$ cat src/verilog/gfx_pkg.sv
//////////////////////////////////////////////////////////////////////
// shared sizes, opcodes and data types of the 2D raster engine
// imported by every RTL unit and by the bench that builds commands
//////////////////////////////////////////////////////////////////////

`default_nettype none

package gfx_pkg;

    // framebuffer geometry in pixels
    localparam int FB_WIDTH  = 128;
    localparam int FB_HEIGHT = 128;
    localparam int FB_PIXELS = FB_WIDTH * FB_HEIGHT;

    // signed integer coordinates, wide enough for off-screen endpoints
    localparam int COORD_W = 12;

    // opcode field of a command word
    localparam int OP_POS = 28;
    localparam int OP_W   = 4;

    typedef logic signed [COORD_W-1:0] coord_t;

    // RGB565 style pixel, the engine does not look inside it
    typedef logic [15:0] pixel_t;

    typedef logic [15:0] vram_addr_t;

    // opcode in [31:28], payload in [15:0]
    typedef logic [31:0] cmd_word_t;

    // codes 0 and 9..15 are free and ignored by the command unit
    typedef enum logic [OP_W-1:0] {
        OP_SET_X0    = 4'h1,
        OP_SET_Y0    = 4'h2,
        OP_SET_X1    = 4'h3,
        OP_SET_Y1    = 4'h4,
        OP_SET_COLOR = 4'h5,
        OP_CLEAR     = 4'h6,
        OP_DRAW_LINE = 4'h7,
        OP_SWAP      = 4'h8
    } opcode_t;

endpackage

`default_nettype wire

$ cat src/verilog/line_stepper.sv
//////////////////////////////////////////////////////////////////////
// integer Bresenham walker, one pixel per cycle from endpoint 0 to
// endpoint 1 inclusive; no clipping here, pixels may lie off screen
//////////////////////////////////////////////////////////////////////

`default_nettype none

module line_stepper
    import gfx_pkg::*;
(
    input  wire logic   clk,
    input  wire logic   reset_i,
    input  wire logic   start_i,
    input  wire coord_t x0_i,
    input  wire coord_t y0_i,
    input  wire coord_t x1_i,
    input  wire coord_t y1_i,
    output logic        pix_valid_o,
    output coord_t      pix_x_o,
    output coord_t      pix_y_o,
    output logic        done_o
);

    // deltas need one bit more than a coordinate, the doubled error
    // one more again, so everything runs three bits wider
    logic signed [COORD_W+2:0] dx_raw;
    logic signed [COORD_W+2:0] dy_raw;
    logic signed [COORD_W+2:0] dx;
    logic signed [COORD_W+2:0] dy;
    logic signed [COORD_W+2:0] err;
    logic signed [COORD_W+2:0] e2;
    logic signed [COORD_W+2:0] err_next;
    logic                      step_x;
    logic                      step_y;
    logic                      x_neg;
    logic                      y_neg;
    coord_t                    end_x;
    coord_t                    end_y;

    assign dx_raw = (COORD_W+3)'(x1_i) - (COORD_W+3)'(x0_i);
    assign dy_raw = (COORD_W+3)'(y1_i) - (COORD_W+3)'(y0_i);

    // dx holds |x1-x0|, dy holds -|y1-y0|
    assign e2     = err <<< 1;
    assign step_x = (e2 >= dy);
    assign step_y = (e2 <= dx);

    always_comb begin
        err_next = err;
        if (step_x) begin
            err_next = err_next + dy;
        end
        if (step_y) begin
            err_next = err_next + dx;
        end
    end

    assign done_o = pix_valid_o && (pix_x_o == end_x) && (pix_y_o == end_y);

    always_ff @(posedge clk) begin
        if (reset_i) begin
            pix_valid_o <= 1'b0;
        end else if (start_i) begin
            pix_valid_o <= 1'b1;
        end else if (done_o) begin
            pix_valid_o <= 1'b0;
        end
    end

    // walker state, meaningful only while pix_valid_o is high
    always_ff @(posedge clk) begin
        if (start_i) begin
            pix_x_o <= x0_i;
            pix_y_o <= y0_i;
            end_x   <= x1_i;
            end_y   <= y1_i;
            x_neg   <= dx_raw < 0;
            y_neg   <= dy_raw < 0;
            dx      <= (dx_raw < 0) ? -dx_raw : dx_raw;
            dy      <= (dy_raw < 0) ? dy_raw : -dy_raw;
            err     <= ((dx_raw < 0) ? -dx_raw : dx_raw) + ((dy_raw < 0) ? dy_raw : -dy_raw);
        end else if (pix_valid_o && !done_o) begin
            err <= err_next;
            if (step_x) begin
                pix_x_o <= x_neg ? pix_x_o - coord_t'(1) : pix_x_o + coord_t'(1);
            end
            if (step_y) begin
                pix_y_o <= y_neg ? pix_y_o - coord_t'(1) : pix_y_o + coord_t'(1);
            end
        end
    end

endmodule

`default_nettype wire

$ cat src/verilog/vram_writer.sv
//////////////////////////////////////////////////////////////////////
// VRAM write side: clips line pixels to the framebuffer, turns them
// into linear addresses and runs the full-screen clear sweep
//////////////////////////////////////////////////////////////////////

`default_nettype none

module vram_writer
    import gfx_pkg::*;
(
    input  wire logic   clk,
    input  wire logic   reset_i,

    // pixel stream from the line stepper
    input  wire logic   pix_valid_i,
    input  wire coord_t pix_x_i,
    input  wire coord_t pix_y_i,
    input  wire pixel_t color_i,

    input  wire logic   clear_start_i,
    output logic        clear_done_o,

    // VRAM port, one write per cycle with vram_we_o high
    output logic        vram_we_o,
    output vram_addr_t  vram_addr_o,
    output pixel_t      vram_data_o
);

    logic       clear_active;
    logic       pix_inside;
    vram_addr_t pix_addr;

    // clip test, coordinates are signed so negatives fall out here
    assign pix_inside = (pix_x_i >= 0) && (pix_x_i < FB_WIDTH) &&
                        (pix_y_i >= 0) && (pix_y_i < FB_HEIGHT);

    assign pix_addr = vram_addr_t'(pix_y_i) * vram_addr_t'(FB_WIDTH) + vram_addr_t'(pix_x_i);

    // high together with the write of the last framebuffer word
    assign clear_done_o = clear_active && (vram_addr_o == vram_addr_t'(FB_PIXELS - 1));

    always_ff @(posedge clk) begin
        if (reset_i) begin
            clear_active <= 1'b0;
            vram_we_o    <= 1'b0;
        end else if (clear_start_i) begin
            clear_active <= 1'b1;
            vram_we_o    <= 1'b1;
        end else if (clear_active) begin
            if (clear_done_o) begin
                clear_active <= 1'b0;
                vram_we_o    <= 1'b0;
            end
        end else begin
            vram_we_o <= pix_valid_i && pix_inside;
        end
    end

    // address and data; during a clear the data register keeps the
    // colour latched at clear start for the whole sweep
    always_ff @(posedge clk) begin
        if (clear_start_i) begin
            vram_addr_o <= '0;
            vram_data_o <= color_i;
        end else if (clear_active) begin
            if (!clear_done_o) begin
                vram_addr_o <= vram_addr_o + vram_addr_t'(1);
            end
        end else if (pix_valid_i) begin
            vram_addr_o <= pix_addr;
            vram_data_o <= color_i;
        end
    end

endmodule

`default_nettype wire

$ cat src/verilog/gfx_cmd_unit.sv
//////////////////////////////////////////////////////////////////////
// command front end: takes words from the valid/ready stream, keeps
// the vertex and colour registers and starts clear and line jobs,
// holding the stream off until the running job reports done
//////////////////////////////////////////////////////////////////////

`default_nettype none

module gfx_cmd_unit
    import gfx_pkg::*;
(
    input  wire logic      clk,
    input  wire logic      reset_i,

    // command stream
    input  wire logic      cmd_tvalid_i,
    output logic           cmd_tready_o,
    input  wire cmd_word_t cmd_tdata_i,

    // line stepper control
    output logic           line_start_o,
    output coord_t         x0_o,
    output coord_t         y0_o,
    output coord_t         x1_o,
    output coord_t         y1_o,
    input  wire logic      line_done_i,

    // clear sweep control
    output logic           clear_start_o,
    output pixel_t         color_o,
    input  wire logic      clear_done_i,

    output logic           swap_o
);

    typedef enum logic [1:0] {
        ST_IDLE,
        ST_CLEARING,
        ST_DRAWING
    } state_t;

    state_t  state;
    opcode_t opcode;
    coord_t  coord_arg;
    logic    cmd_accept;

    assign opcode     = opcode_t'(cmd_tdata_i[OP_POS +: OP_W]);
    assign coord_arg  = $signed(cmd_tdata_i[COORD_W-1:0]);
    assign cmd_accept = cmd_tvalid_i && cmd_tready_o;

    // only an idle unit takes words
    assign cmd_tready_o = (state == ST_IDLE);

    // vertex and colour registers, written on the acceptance edge
    always_ff @(posedge clk) begin
        if (reset_i) begin
            x0_o    <= '0;
            y0_o    <= '0;
            x1_o    <= '0;
            y1_o    <= '0;
            color_o <= '0;
        end else if (cmd_accept) begin
            case (opcode)
                OP_SET_X0:    x0_o    <= coord_arg;
                OP_SET_Y0:    y0_o    <= coord_arg;
                OP_SET_X1:    x1_o    <= coord_arg;
                OP_SET_Y1:    y1_o    <= coord_arg;
                OP_SET_COLOR: color_o <= cmd_tdata_i[15:0];
                default:      ;
            endcase
        end
    end

    // job sequencing, start and swap strobes last one cycle
    always_ff @(posedge clk) begin
        if (reset_i) begin
            state         <= ST_IDLE;
            line_start_o  <= 1'b0;
            clear_start_o <= 1'b0;
            swap_o        <= 1'b0;
        end else begin
            line_start_o  <= 1'b0;
            clear_start_o <= 1'b0;
            swap_o        <= 1'b0;

            case (state)
                ST_IDLE: begin
                    if (cmd_accept) begin
                        case (opcode)
                            OP_CLEAR: begin
                                clear_start_o <= 1'b1;
                                state         <= ST_CLEARING;
                            end
                            OP_DRAW_LINE: begin
                                line_start_o <= 1'b1;
                                state        <= ST_DRAWING;
                            end
                            OP_SWAP: begin
                                swap_o <= 1'b1;
                            end
                            // set words and unknown codes need no job
                            default: ;
                        endcase
                    end
                end

                ST_CLEARING: begin
                    // done arrives with the last clear write
                    if (clear_done_i) begin
                        state <= ST_IDLE;
                    end
                end

                ST_DRAWING: begin
                    // done arrives with the pixel at endpoint 1
                    if (line_done_i) begin
                        state <= ST_IDLE;
                    end
                end

                default: begin
                    state <= ST_IDLE;
                end
            endcase
        end
    end

endmodule

`default_nettype wire

$ cat src/verilog/gfx_core.sv
//////////////////////////////////////////////////////////////////////
// raster engine top: command stream in, 16-bit pixel writes out
//////////////////////////////////////////////////////////////////////

`default_nettype none

module gfx_core
    import gfx_pkg::*;
(
    input  wire logic      clk,
    input  wire logic      reset_i,

    input  wire logic      cmd_tvalid_i,
    output logic           cmd_tready_o,
    input  wire cmd_word_t cmd_tdata_i,

    output logic           vram_we_o,
    output vram_addr_t     vram_addr_o,
    output pixel_t         vram_data_o,

    output logic           swap_o
);

    logic   line_start;
    logic   line_done;
    coord_t x0;
    coord_t y0;
    coord_t x1;
    coord_t y1;
    logic   clear_start;
    logic   clear_done;
    pixel_t color;

    // pixel stream between stepper and writer
    logic   pix_valid;
    coord_t pix_x;
    coord_t pix_y;

    gfx_cmd_unit cmd_unit (
        .clk           (clk),
        .reset_i       (reset_i),
        .cmd_tvalid_i  (cmd_tvalid_i),
        .cmd_tready_o  (cmd_tready_o),
        .cmd_tdata_i   (cmd_tdata_i),
        .line_start_o  (line_start),
        .x0_o          (x0),
        .y0_o          (y0),
        .x1_o          (x1),
        .y1_o          (y1),
        .line_done_i   (line_done),
        .clear_start_o (clear_start),
        .color_o       (color),
        .clear_done_i  (clear_done),
        .swap_o        (swap_o)
    );

    line_stepper stepper (
        .clk         (clk),
        .reset_i     (reset_i),
        .start_i     (line_start),
        .x0_i        (x0),
        .y0_i        (y0),
        .x1_i        (x1),
        .y1_i        (y1),
        .pix_valid_o (pix_valid),
        .pix_x_o     (pix_x),
        .pix_y_o     (pix_y),
        .done_o      (line_done)
    );

    vram_writer writer (
        .clk           (clk),
        .reset_i       (reset_i),
        .pix_valid_i   (pix_valid),
        .pix_x_i       (pix_x),
        .pix_y_i       (pix_y),
        .color_i       (color),
        .clear_start_i (clear_start),
        .clear_done_o  (clear_done),
        .vram_we_o     (vram_we_o),
        .vram_addr_o   (vram_addr_o),
        .vram_data_o   (vram_data_o)
    );

endmodule

`default_nettype wire

$ cat config.mk
export PLATFORM = sky130hd
export DESIGN_NAME = gfx_core
export DESIGN_NICKNAME = d
export VERILOG_FILES = /design/src/verilog/gfx_pkg.sv /design/src/verilog/line_stepper.sv /design/src/verilog/vram_writer.sv /design/src/verilog/gfx_cmd_unit.sv /design/src/verilog/gfx_core.sv
export SDC_FILE = /design/constraint.sdc
export NUM_CORES = 1
export LEC_CHECK = 0
export BUFFER_PORTS_ARGS = -buffer_cell sky130_fd_sc_hd__buf_2
export CORE_ASPECT_RATIO = 2
export CORE_MARGIN = 3
export CORE_UTILIZATION = 50
export CTS_BUF_LIST = sky130_fd_sc_hd__clkbuf_16
export DETAILED_ROUTE_END_ITERATION = 12
export PLACE_DENSITY = 0.67
export SYNTH_ARGS = -nofsm -noshare
export SYNTH_HDL_FRONTEND = slang
export SYNTH_SLANG_ARGS = --single-unit
$ cat constraint.sdc
create_clock -name clk -period 5.8 [get_ports clk]
set_input_delay 0.29 -clock clk [delete_from_list [all_inputs] [get_ports clk]]
set_output_delay 0.29 -clock clk [all_outputs]
set_load 0.02 [all_outputs]
---- After elaboration in Yosys (flattened, before gate mapping) ----
Index checks and enable logic that the tools add are counted.
cells by class
  add/subtract/negate cells ............... 13
  multiplexer cells ....................... 36
  multiply operators ...................... 0
  order comparisons ....................... 8
  shifts and indexed selects .............. 0
  div/mod/pow operators ................... 0
  bitwise logic cells ..................... 2
  eq/ne operators ......................... 20
  reduce and logical (&&, ||, !) cells .... 28
operators with widths
  operator                 count
  $mux W12                 8
  $mux W16                 6
  $mux W15                 6
  $add A15 B15 Y15         3
  $neg A13 Y15             2
  $lt A13 B1 Y1 const B    2
  $sub A12 B12 Y13         2
  $add A12 B2 Y12 const B  2
  $eq A12 B12 Y1           2
  $ge A12 B1 Y1 const B    2
  $lt A12 B9 Y1 const B    2
  $sub A12 B2 Y12 const B  2
  $reduce_and A2 Y1        9
  $add A16 B1 Y16 const B  1
  $add A16 B16 Y16         1
  $eq A16 B14 Y1 const B   1
  $eq A4 B3 Y1 const B     4
  $ge A15 B15 Y1           1
  $le A15 B15 Y1           1
  $reduce_bool A2 Y1       6
  $mux W1                  11
  $logic_and A1 B1 Y1      9
  $eq A4 B2 Y1 const B     2
  $ne A2 B2 Y1 const B     4
  other kinds (14)         18
word-level totals
  input bits .............................. 35
  bits in latches ......................... 0
  memory bits (read-only) ................. 0
  output and inout port bits .............. 35
  logic and storage cells ................. 130
  bits in writable memories ............... 0
  flip-flop bits (word level) ............. 199
  memories ................................ 0

---- Depth between registers and ports, before layout ----
Gate-level depths: netlist of run 1.
  word-level depth ........................ 7
  gate-level depth with buffers ........... 23
  mapped depth without buffers ............ 23

---- By module ----
A second synthesis of run 1 with hierarchy kept.
second synthesis, totals
  cells, all modules ...................... 1491
  area total of the unflattened synthesis .. 13439.1 µm²
modules (own cells, without submodules)
  module        sequential area each (µm²)  area each (µm²)  cells an instance  times used
  line_stepper  2842.7                      8964.8           974                1
  gfx_cmd_unit  1381.3                      2512.4           316                1
  vram_writer   840.8                       1961.9           201                1

---- Least setup slack after synthesis of run 1 ----
OpenSTA, ideal clock, no wires.
  path kind ............................... flip-flop to flip-flop
  from .................................... register cmd_unit.y1_o[0]
  to ...................................... register stepper.err[13], data pin
  clock period less this slack ............ 4.838 ns
  stages on the path, launching flop included .. 23
  data required time ...................... 5.530 ns
  path slack .............................. 0.962 ns
  arrival time ............................ 4.567 ns
  path buffers ............................ 1
  setup time .............................. 0.270 ns
  path through ............................ dfxtp_1 inv_1 ha_1 fa_1 nand2b_1 a21boi_1 o2bb2ai_1 o21ai_0 o22ai_1 clkbuf_1 a21oi_1 ha_1 a21oi_1 nor2b_1 o21a_1 or4_1 a31oi_1 nor2b_1 o21a_1 o41a_1 a31oi_1 xor2_1 a21oi_1
on the way
  word-level cells in the longest chain between the ends .. 5
  elaborated cells on any way between the ends .. 6
  classes of those cells .................. add/sub: 3; order compare: 1; mux: 2
ends and longest elaborated chain
  what                                           RTL line            RTL
  start, declared                                gfx_cmd_unit.sv:25  output coord_t y1_o,
  start signal, assigned                         gfx_cmd_unit.sv:67  OP_SET_Y1: y1_o <= coord_arg;
  $sub A12 B12 Y13 (*)                           line_stepper.sv:41  assign dy_raw = (COORD_W+3)'(y1_i) - (COORD_W+3)'(y0_i);
  net stepper.dy_raw[12]                         line_stepper.sv:27  logic signed [COORD_W+2:0] dy_raw;
  $neg A13 Y15 or $lt A13 B1 Y1 (tied branches)  line_stepper.sv:81  err <= ((dx_raw < 0) ? -dx_raw : dx_raw) + ((dy_raw < 0) ? dy_raw : -dy_raw);
  $mux W15 (*)                                   line_stepper.sv:81
  $add A15 B15 Y15 (*)                           line_stepper.sv:81
  $mux W15 (*)                                   line_stepper.sv:72  if (start_i) begin
  end signal, assigned                           line_stepper.sv:81
  end signal, assigned                           line_stepper.sv:83  err <= err_next;
  end, declared                                  line_stepper.sv:30  logic signed [COORD_W+2:0] err;
Mark *: on every way through the listed nets, which the timed path passes. The rest lies on a longest branch.
A chain may end at the register's enable or synchronous reset.

---- Worst setup path after layout of run 1 ----
  from .................................... register cmd_unit.x1_o[0]
  to ...................................... register stepper.err[13], data pin
on the way
  word-level cells in the longest chain between the ends .. 5
  elaborated cells on any way between the ends .. 6
  classes of those cells .................. add/sub: 3; order compare: 1; mux: 2
ends and longest elaborated chain
  what                                           RTL line            RTL
  start, declared                                gfx_cmd_unit.sv:24  output coord_t x1_o,
  start signal, assigned                         gfx_cmd_unit.sv:66  OP_SET_X1: x1_o <= coord_arg;
  $sub A12 B12 Y13 (*)                           line_stepper.sv:40  assign dx_raw = (COORD_W+3)'(x1_i) - (COORD_W+3)'(x0_i);
  net stepper.dx_raw[12]                         line_stepper.sv:26  logic signed [COORD_W+2:0] dx_raw;
  $neg A13 Y15 or $lt A13 B1 Y1 (tied branches)  line_stepper.sv:81
  $mux W15 (*)                                   line_stepper.sv:81
  $add A15 B15 Y15 (*)                           line_stepper.sv:81
  $mux W15 (*)                                   line_stepper.sv:72
Marked as above.

==> results.md, run 1 <==
- Fmax: 0.183 GHz
- Core box area: approximately 0.026 mm²
- Placer Congestion: between 0.9 and 1
- Pre-CTS setup slack: 0.151 ns
- CTS tree: yes
- Drt total wl: 34400 µm
- R2R depth: 22
- Number of synthesized flops with an enable pin: 110
- Worst hold path type: primary input to flop
- Num ports: 70
- Drt drc: 0
- Slowest CP cell: or4_1
- WHS Path Cells: 3
- Mean routed wirelength per cell: ~19 µm
- Leakage: 5.93 nW
- Power Dens Cells: 249 mW/mm²
- Die height: 235 µm
- GR Overflow Total: 0
- Most common cell after layout, fill and taps aside: nor2_1
- Unrepaired setup endpoints after global routing: no
- Final ANT Viol Nets: 0
- Yosys cell types: 87
- Row cnt: 83
- Starting DRC count in detailed routing: around 460
- Critical path capture point type: flop
- WP data arrival: 5.63 ns
- Sequential area share after synthesis: 0.386
- CTS buffer count: 17
- Hold-critical path endpoint: cmd_unit.color_o[14]
- Most frequent cells in the layout: nor2_1, ha_1, nand2_1
- Critical path class: flop to flop
- Worst-Margin Slew: between 1 and 1.5 ns
- YS warnings: 0
- Dpl cell area: 0.0138 mm²
- Post-CTS Setup Bufs: 0
- Worst slew margin: 0.303
- Setup Skew: 0.0107 ns
- P&R area growth vs syn: 9.39%
- Clock Latency Late Sink: 0.45 ns
- CP peak stage delay: roughly 0.45 ns
- CP Cell Sequence: inv_1, ha_1, fa_1, nor2b_1, o211a_1, o21ai_2, o21bai_2, a41o_2, clkinv_4, o21ai_1, ha_1, a21oi_1, nor2b_1, o21a_1, or4_1, a31oi_1, nor2b_1, o21a_1, o41a_1, a31oi_1, xor2_1, a21oi_1
- Largest net degree at the start of global routing: 67
- Setup_tns: 0 ns
- CTS Hold Bufs: 0
- Post-Layout Inst Area: between 0.01 and 0.015 mm²
- Non-Filler Instances: around 1.8k
- Starting Density: 0.509
- Post-layout min period: between 5 and 6 ns
- Top_reg_cell synth: edfxtp_1
- Met2 WL: 19200 µm
- Number of global-route vias before repair: 10.3k
- First-pass GRT wire length: 54300 µm
- CTS H-tree depth: 4
- Post-cts sizing count: 0
- Final worst setup slack: approximately 0.35 ns
- Met3 Wirelength: 808 µm
- Vias: between 10k and 15k
- Vias per Instance: 5.69
- Min Hold Slack: 0.0765 ns
- Fin crit share: 0.940
- Post-synthesis async set-or-reset flop share: 0
- Max cap viols: 0
- HP Start: cmd_tdata_i[14]
- Max Buffers Root-to-Sink: 2
- Clk slew on worst S/H paths: 0.08 ns
- Critical Path Most Common Cell: nor2b_1
- HPWL Detailed: 27300 µm
- Initial antenna violation count: 0
- Clock Sinks: 198
- Port bufs: 57
- Nets: 1598
- Setup violators final: 0
- CP Max Fanout: 9
- Fin. max-slew vios: 0
- Critical R2R Launch: cmd_unit.x1_o[0]
- Placed cell count: 1754
- All-layer global routing usage: 0.247
- CP Launch Type: flop
- VDD IR-drop max: between 0.2 and 0.25 mV
- N_diodes: 0
- Final hold vios: 0
- Die width: between 100 and 150 µm
- Clk root buf: clkbuf_16
- Share of cells above drive strength 1: 0.111
- Met1 Routed Length: 11900 µm
- Status: finished clean
- Highest Signal Layer: met4
- RR Endpoint: stepper.err[13]
- Die area: 0.0283 mm²
- Gate Count Post-Synth: 1387
- Reg2reg setup slack: ~0.35 ns
- Post-synth design cell area: 0.0131 mm²
- WP data required: 5.98 ns
- Avg Inst Size Synth: about 9.5 µm²
- Synth Register Bits: 198
- DR pass1 iterations: 4
## state kept, by name (all words and copies together) (netlist names), 14 cells and up
name / flops
cmd_unit.color_o: 16
stepper.dx: 15
stepper.dy: 15
stepper.err: 14
writer.vram_addr_o: 16
writer.vram_data_o: 16
## cell families (layout without fill, tap and decap cells)
kind of cell               count (synthesis)  count (layout)  share of synthesized area
and+or+nand+nor                          411             411                      0.148
AOI/OAI and AO/OA                        313             313                      0.155
DFF                                      198             198                      0.386
buffers and inverters                    141             199                     0.0418
adders and majority gates                130             130                      0.129
xor gates and xnor gates                 123             123                     0.0851
muxes                                     70              70                     0.0549
other                                      1               2                   0.000286
## power by group
group	switching (mW)	internal, mW	total [mW]	leakage (nW)
clock	0.577	0.568	1.15	0.281
sequential	0.0575	1.54	1.60	1.76
combinational	0.483	0.346	0.829	3.88
total	1.12	2.45	3.57	5.93
## synth_stat cells (6+ instances only)
master / count / area [µm²]
inv_1: 95 / 357
and3_1: 9 / 56.3
nand2_1: 111 / 417
edfxtp_1: 110 / 3300
o31ai_1: 9 / 67.6
nand4_1: 9 / 56.3
mux2_2: 15 / 169
nor3_1: 23 / 115
nor2b_1: 19 / 119
or2_2: 7 / 43.8
nor2_1: 147 / 552
or3_1: 7 / 43.8
clkbuf_1: 33 / 124
nand2b_1: 18 / 113
a31oi_1: 6 / 37.5
o21ai_0: 73 / 365
xor2_1: 47 / 412
fa_1: 8 / 160
dfxtp_1: 88 / 1760
mux2i_1: 55 / 551
nand3b_1: 7 / 52.6
ha_1: 122 / 1530
nor4_1: 12 / 75.1
a22oi_1: 6 / 45.0
a21oi_1: 96 / 480
a21o_1: 22 / 165
a211oi_1: 16 / 120
xnor2_1: 71 / 622
o21a_1: 14 / 105
nand3_1: 19 / 95.1
## area by class of cell
| cell class | instances | area [µm²] |
|---|---|---|
| Fill cell | 2420 | 11400 |
| Sequential cell | 198 | 5070 |
| Clock buffer | 17 | 425 |
| Clock inverter | 15 | 143 |
| Inverter | 97 | 369 |
| Timing Repair Buffer | 70 | 383 |
| Tap cell | 340 | 425 |
| Multi-Input combinational cell | 1049 | 7520 |
## metal layers
| metal | track usage | vias up |
|---|---|---|
| met5 | 0 | - |
| met4 | 0.159 | 0 |
| met3 | 0.0349 | 81 |
| met2 | 0.472 | 196 |
| met1 | 0.239 | 4862 |
| li1 | - | 5030 |
## metrics by stage
stage	power (mW)	util
floorplan	2.25	-
global placement	2.44	0.534
detailed placement	2.46	0.534
CTS	3.60	0.557
global route	3.75	0.557
finish	3.57	0.557
## how the worst max path moves through the flow
stage	startpoint	to	slack (ns)	depth (start not counted)
2_1_floorplan	cmd_unit.y1_o[0]	stepper.err[13]	0.96	22
3_3_place_gp	stepper.err[7]	stepper.err[12]	0.16	22
3_5_place_dp	stepper.err[7]	stepper.err[12]	0.15	22
4_1_cts	cmd_unit.x1_o[0]	stepper.err[13]	0.14	22
5_1_grt	stepper.err[7]	stepper.err[11]	0.003	20
6_report	cmd_unit.x1_o[0]	stepper.err[13]	0.35	22
## critical path, delay by kind of cell (launching register included)
kind	cells	cell delay, ns
AOI/OAI and AO/OA	12	2.70
xor gates and xnor gates	1	0.16
adders and majority gates	3	0.96
buffers and inverters	2	0.19
DFF	1	0.36
and+or+nand+nor	4	0.79
Note: power is estimated with default switching activity, not from simulation.
==> run 2: changes to the inputs <==
--- a/config.mk
+++ b/config.mk
@@ -6,7 +6,6 @@
 export NUM_CORES = 1
 export LEC_CHECK = 0
 export BUFFER_PORTS_ARGS = -buffer_cell sky130_fd_sc_hd__buf_2
-export CORE_ASPECT_RATIO = 2
 export CORE_MARGIN = 3
 export CORE_UTILIZATION = 50
 export CTS_BUF_LIST = sky130_fd_sc_hd__clkbuf_16
==> results.md, run 2 (synthesis results as in run 1) <==
- Starting DRC count in detailed routing: 735
- CP peak stage delay: 0.42 ns
- Placer Congestion: 0.858
- Slowest CP cell: or4_1
- Placed cell count: 1740
- Top flop regs: cmd_unit.color_o: 16 flops, writer.vram_addr_o: 16 flops, writer.vram_data_o: 16 flops
- HPWL Detailed: 23600 µm
- Row cnt: between 50 and 60
- Vias: 10.1k
- Worst-Margin Slew: 1.05 ns
- CTS H-tree depth: 4
- N_diodes: 0
- Starting Density: 0.515
- Min Hold Slack: 0.0660 ns
- P&R area growth vs syn: 9.56%
- Post-CTS Setup Bufs: 0
- WHS Path Cells: 3
- First-pass GRT wire length: 50300 µm
- CTS buffer count: 17
- Clock Latency Late Sink: 0.45 ns
- Clk root buf: clkbuf_16
- Initial antenna violation count: 0
- Final worst setup slack: 0.390 ns
- DR pass1 iterations: 5
- Fin crit share: 0.933
- All-layer global routing usage: 0.222
- Fmax: 0.185 GHz
- Critical Path Most Common Cell: nor2b_1
- Worst hold path type: primary input to flop
- R2R depth: 22
- Most common cell after layout, fill and taps aside: nor2_1
- Clk slew on worst S/H paths: ~0.090 ns
- Unrepaired setup endpoints after global routing: no
- Nets: 1594
- Leakage: 5.93 nW
- HP Start: cmd_tdata_i[12]
- Die width: around 170 µm
- Setup Skew: about 0.020 ns
- Dpl cell area: around 0.014 mm²
- Drt drc: 0
- Hold-critical path endpoint: cmd_unit.color_o[12]
- Most frequent cells in the layout: nor2_1, ha_1, nand2_1
- GR Overflow Total: 0
- Critical path class: flop to flop
- CP Max Fanout: 9
- Critical path capture point type: flop
- Status: finished clean
- Mean routed wirelength per cell: 17.6 µm
- CP Launch Type: flop
- CP Cell Sequence: inv_1, ha_1, fa_1, nor2b_1, o211a_1, o21ai_2, o21bai_2, a41o_2, clkinv_4, o21ai_1, ha_1, a21oi_1, nor2b_1, o21a_1, or4_1, a31oi_1, nor2b_1, o21a_1, o41a_1, a31oi_1, xor2_1, a21oi_1
- Final ANT Viol Nets: 0
- Share of cells above drive strength 1: 0.109
- WP data arrival: roughly 5.6 ns
- Port bufs: 57
- Pre-CTS setup slack: 0.257 ns
- Final hold vios: 0
- Post-cts sizing count: 0
- Reg2reg setup slack: 0.39 ns
- Die height: roughly 170 µm
- Worst slew margin: 0.297
- Number of global-route vias before repair: 9616
- Fin. max-slew vios: 0
- CTS Hold Bufs: 0
- WP data required: 5.97 ns
- Num ports: 70
- Post-Layout Inst Area: ~0.014 mm²
- Die area: approximately 0.028 mm²
- Clock Sinks: 198
- Core box area: 0.0255 mm²
- Fill count: 2237
- Drt total wl: 31300 µm
- Setup violators final: 0
- Post-layout min period: around 5.4 ns
- Vias per Instance: 5.70
- Max cap viols: 0
- Non-Filler Instances: between 1.5k and 2k
- Setup_tns: 0 ns
- CTS tree: yes
- Power Dens Cells: about 260 mW/mm²
- Max Buffers Root-to-Sink: 2
- VDD IR-drop max: 0.158 mV
- Largest net degree at the start of global routing: between 70 and 80
- Critical R2R Launch: cmd_unit.x1_o[0]
- RR Endpoint: stepper.err[13]
[run 2: cell types whose count changed in the layout (fill, tap and decap cells not counted)]
cell / before / now
inv_4: 1 / 0
clkinv_4: 6 / 1
inv_8: 1 / 3
clkinv_8: 2 / 6
inv_6: 5 / 3
buf_4: 13 / 9
clkinv_2: 1 / 0
inv_12: 0 / 3
[run 2: worst max-delay path by stage]
stage / from / to / slack [ns] / cells after the start
after floorplan: cmd_unit.y1_o[0] / stepper.err[13] / 0.96 / 22
after global placement: cmd_unit.x1_o[0] / stepper.err[13] / 0.34 / 22
after detailed placement: cmd_unit.x1_o[0] / stepper.err[13] / 0.26 / 22
after CTS: cmd_unit.x1_o[0] / stepper.err[13] / 0.22 / 22
after global routing: cmd_unit.x1_o[0] / stepper.err[13] / 0.02 / 22
final: cmd_unit.x1_o[0] / stepper.err[13] / 0.39 / 22
[run 2: worst max-delay path, delay by kind of cell (launching register included)]
family | cells | cell delay (ns)
adder cells (fa/ha/maj) | 3 | 0.95
XOR/XNOR | 1 | 0.17
buffers and inverters | 2 | 0.17
AND/OR/NAND/NOR | 4 | 0.79
flip-flops | 1 | 0.36
AO/OA/AOI/OAI | 12 | 2.71
[run 2: area by class of cell]
| cell class | count | area [µm²] | area share |
|---|---|---|---|
| Clock buffer | 17 | 425 | 0.0296 |
| Tap cell | 330 | 413 | 0.0288 |
| Timing Repair Buffer | 66 | 353 | 0.0246 |
| Clock inverter | 15 | 206 | 0.0144 |
| Inverter | 97 | 369 | 0.0257 |
| Sequential cell | 198 | 5070 | 0.353 |
| Multi-Input combinational cell | 1049 | 7520 | 0.524 |
[run 2: routing by layer]
metal,track usage,part of all wire
met3,0.0291,0.044
met5,0,0
met1,0.328,0.49
met4,0.0473,0.013
met2,0.351,0.46
[run 2: stage by stage]
step / power [mW] / util
3_5_place_dp: 2.44 / 0.539
6_report: 3.67 / 0.564
2_1_floorplan: 2.25 / -
4_1_cts: 3.69 / 0.564
5_1_grt: 3.84 / 0.564
3_3_place_gp: 2.43 / 0.539
[run 2: power breakdown]
| part | switching [mW] | internal, mW | leakage [nW] |
|---|---|---|---|
| combinational | 0.477 | 0.344 | 3.87 |
| sequential | 0.0541 | 1.54 | 1.76 |
| clock | 0.656 | 0.602 | 0.304 |
| total | 1.19 | 2.49 | 5.93 |
==> run 3: changes to the inputs <==
--- a/config.mk
+++ b/config.mk
@@ -6,10 +6,12 @@
 export NUM_CORES = 1
 export LEC_CHECK = 0
 export BUFFER_PORTS_ARGS = -buffer_cell sky130_fd_sc_hd__buf_2
+export CORE_ASPECT_RATIO = 0.7
 export CORE_MARGIN = 3
 export CORE_UTILIZATION = 50
 export CTS_BUF_LIST = sky130_fd_sc_hd__clkbuf_16
 export DETAILED_ROUTE_END_ITERATION = 12
+export GPL_ROUTABILITY_DRIVEN = 0
 export PLACE_DENSITY = 0.67
 export SYNTH_ARGS = -nofsm -noshare
 export SYNTH_HDL_FRONTEND = slang
==> results.md, run 3 (synthesis results as in run 1) <==
- Most frequent cells in the layout: nor2_1, ha_1, nand2_1
- Core Util, Final: 0.571
- Most common cell after layout, fill and taps aside: nor2_1
- Cell family with most CP delay: compound AO/OA/AOI/OAI gates
- Register area: approximately 0.0051 mm²
- Post-layout min period: between 5 and 6 ns
- Critical R2R Launch: cmd_unit.x1_o[0]
- Vias per Instance: 5.75
- Status: finished clean
- Initial antenna violation count: 0
- CP Launch Type: flop
- Vias: 10.2k
- HP Start: cmd_tdata_i[14]
- CTS Hold Bufs: 0
- Core box area: about 0.025 mm²
- CTS tree: yes
- WP buf/inv: 2
- Critical path capture point type: flop
- First-pass GRT wire length: 51600 µm
- Drt drc: 0
- Top flop regs: cmd_unit.color_o: 16 flops, writer.vram_addr_o: 16 flops, writer.vram_data_o: 16 flops
- CTS buffer count: 17
- Setup violators final: 0
- Pre-CTS setup slack: 0.145 ns
- CP Cell Sequence: inv_1, ha_1, fa_1, nor2b_1, o211a_1, o21ai_2, o21bai_2, a41o_2, buf_4, nor2_1, xnor2_1, ha_1, o21a_1, or4_1, a31oi_1, nor2b_1, o21a_1, o41a_1, a31oi_1, xor2_1, a21oi_1
- Fin crit share: 0.930
- Multi-input logic area: 0.00757 mm²
- Max cap viols: 0
- WP data required: 5.96 ns
- Starting DRC count in detailed routing: about 760
- Num ports: 70
- Critical path origin: cmd_unit.x1_o[0]
- Setup Skew: about 0.015 ns
- Total power: 3.68 mW
- N_diodes: 0
- Reg2reg setup slack: 0.40 ns
- Starting Density: 0.520
- CTS H-tree depth: 4
- CP peak stage delay: 0.44 ns
- R2R depth: 21
- Clock Latency Late Sink: 0.45 ns
- Fmax: 0.185 GHz
- Die width: 200 µm
- Mean routed wirelength per cell: 18.5 µm
- WP depth: 21
- Setup_tns: 0 ns
- P&R area growth vs syn: 9.80%
- Die area: 0.0282 mm²
- All-layer global routing usage: 0.235
- Worst-Margin Slew: 1.10 ns
- Max Buffers Root-to-Sink: 2
- Slowest CP cell: xnor2_1
- Row cnt: 48
- RR Endpoint: stepper.err[13]
- WP data arrival: 5.56 ns
- Drt total wl: ~33000 µm
- Leakage: 5.96 nW
- Nets: 1597
- VDD IR-drop max: ~0.21 mV
- Clk root buf: clkbuf_16
- Worst slew margin: 0.264
- Fill count: around 2.2k
- Unrepaired setup endpoints after global routing: no
- DR pass1 iterations: 5
- Clock Sinks: 198
- Non-Filler Instances: 1770
- HPWL Detailed: 25000 µm
- Clk slew on worst S/H paths: 0.08 ns
- CP Max Fanout: 5
- Number of global-route vias before repair: approximately 9.3k
- Critical path class: flop to flop
- Final ANT Viol Nets: 0
- Fin. max-slew vios: 0
- Crit path to: stepper.err[13]
- Min Hold Slack: 0.0681 ns
- GR Overflow Total: 0
- Port bufs: between 50 and 60
- Largest net degree at the start of global routing: 76
- Share of cells above drive strength 1: 0.117
- Final hold vios: 0
- Placed cell count: between 1.5k and 2k
- Power Dens Cells: 256 mW/mm²
- Final worst setup slack: 0.404 ns
- Dpl cell area: 0.0137 mm²
- Die height: 141 µm
- Worst hold path type: primary input to flop
- Post-Layout Inst Area: 0.0144 mm²
## run 3: cell types whose count changed in the layout (fill, tap and decap cells not counted), moves of 3 or more
cell,previous run,this run
clkinv_8,6,1
inv_8,3,7
a21oi_1,96,93
a21oi_2,2,5
buf_4,9,12
clkinv_4,1,4
inv_12,3,0
## run 3: cell type report
type / instances / share of cell area
Timing Repair Buffer: 69 / 0.0261
Multi-Input combinational cell: 1049 / 0.526
Sequential cell: 198 / 0.352
Clock buffer: 17 / 0.0296
Clock inverter: 15 / 0.0123
Inverter: 97 / 0.0256
Tap cell: 325 / 0.0283
## run 3: report_power, final
group / switching, mW / internal (mW)
Sequential: 0.0541 / 1.54
Clock: 0.617 / 0.624
Combinational: 0.498 / 0.351
Total: 1.17 / 2.51
## run 3: worst reg2reg max path, stage by stage (launching register included)
cell and delay, ns:
dfxtp_1 0.36, inv_1 0.06, ha_1 0.23, fa_1 0.40, nor2b_1 0.21, o211a_1 0.21, o21ai_2 0.11, o21bai_2 0.19
a41o_2 0.28, buf_4 0.16, nor2_1 0.06, xnor2_1 0.44, ha_1 0.37, o21a_1 0.15, or4_1 0.43, a31oi_1 0.33
nor2b_1 0.09, o21a_1 0.21, o41a_1 0.37, a31oi_1 0.22, xor2_1 0.17, a21oi_1 0.08
## run 3: worst min path at each step
stage / to / cells after the start / slack (ns)
floorplan: cmd_unit.swap_o / 1 / 0.37
global placement: writer.vram_data_o[12] / 0 / 0.41
detailed placement: writer.vram_data_o[15] / 0 / 0.42
CTS: cmd_unit.color_o[13] / 3 / 0.06
global route: cmd_unit.color_o[13] / 3 / 0.07
finish: cmd_unit.color_o[14] / 3 / 0.07
## run 3: layer usage
metal | GRT usage | share of wire
met1 | 0.396 | 0.53
met3 | 0.0292 | 0.057
met2 | 0.321 | 0.41
met4 | 0.0378 | 0.0060
met5 | 0 | 0
## run 3: what timing repair did
action	CTS	global route
buffers inserted	0	1
resized for setup	0	11
setup endpoints to repair	0	4
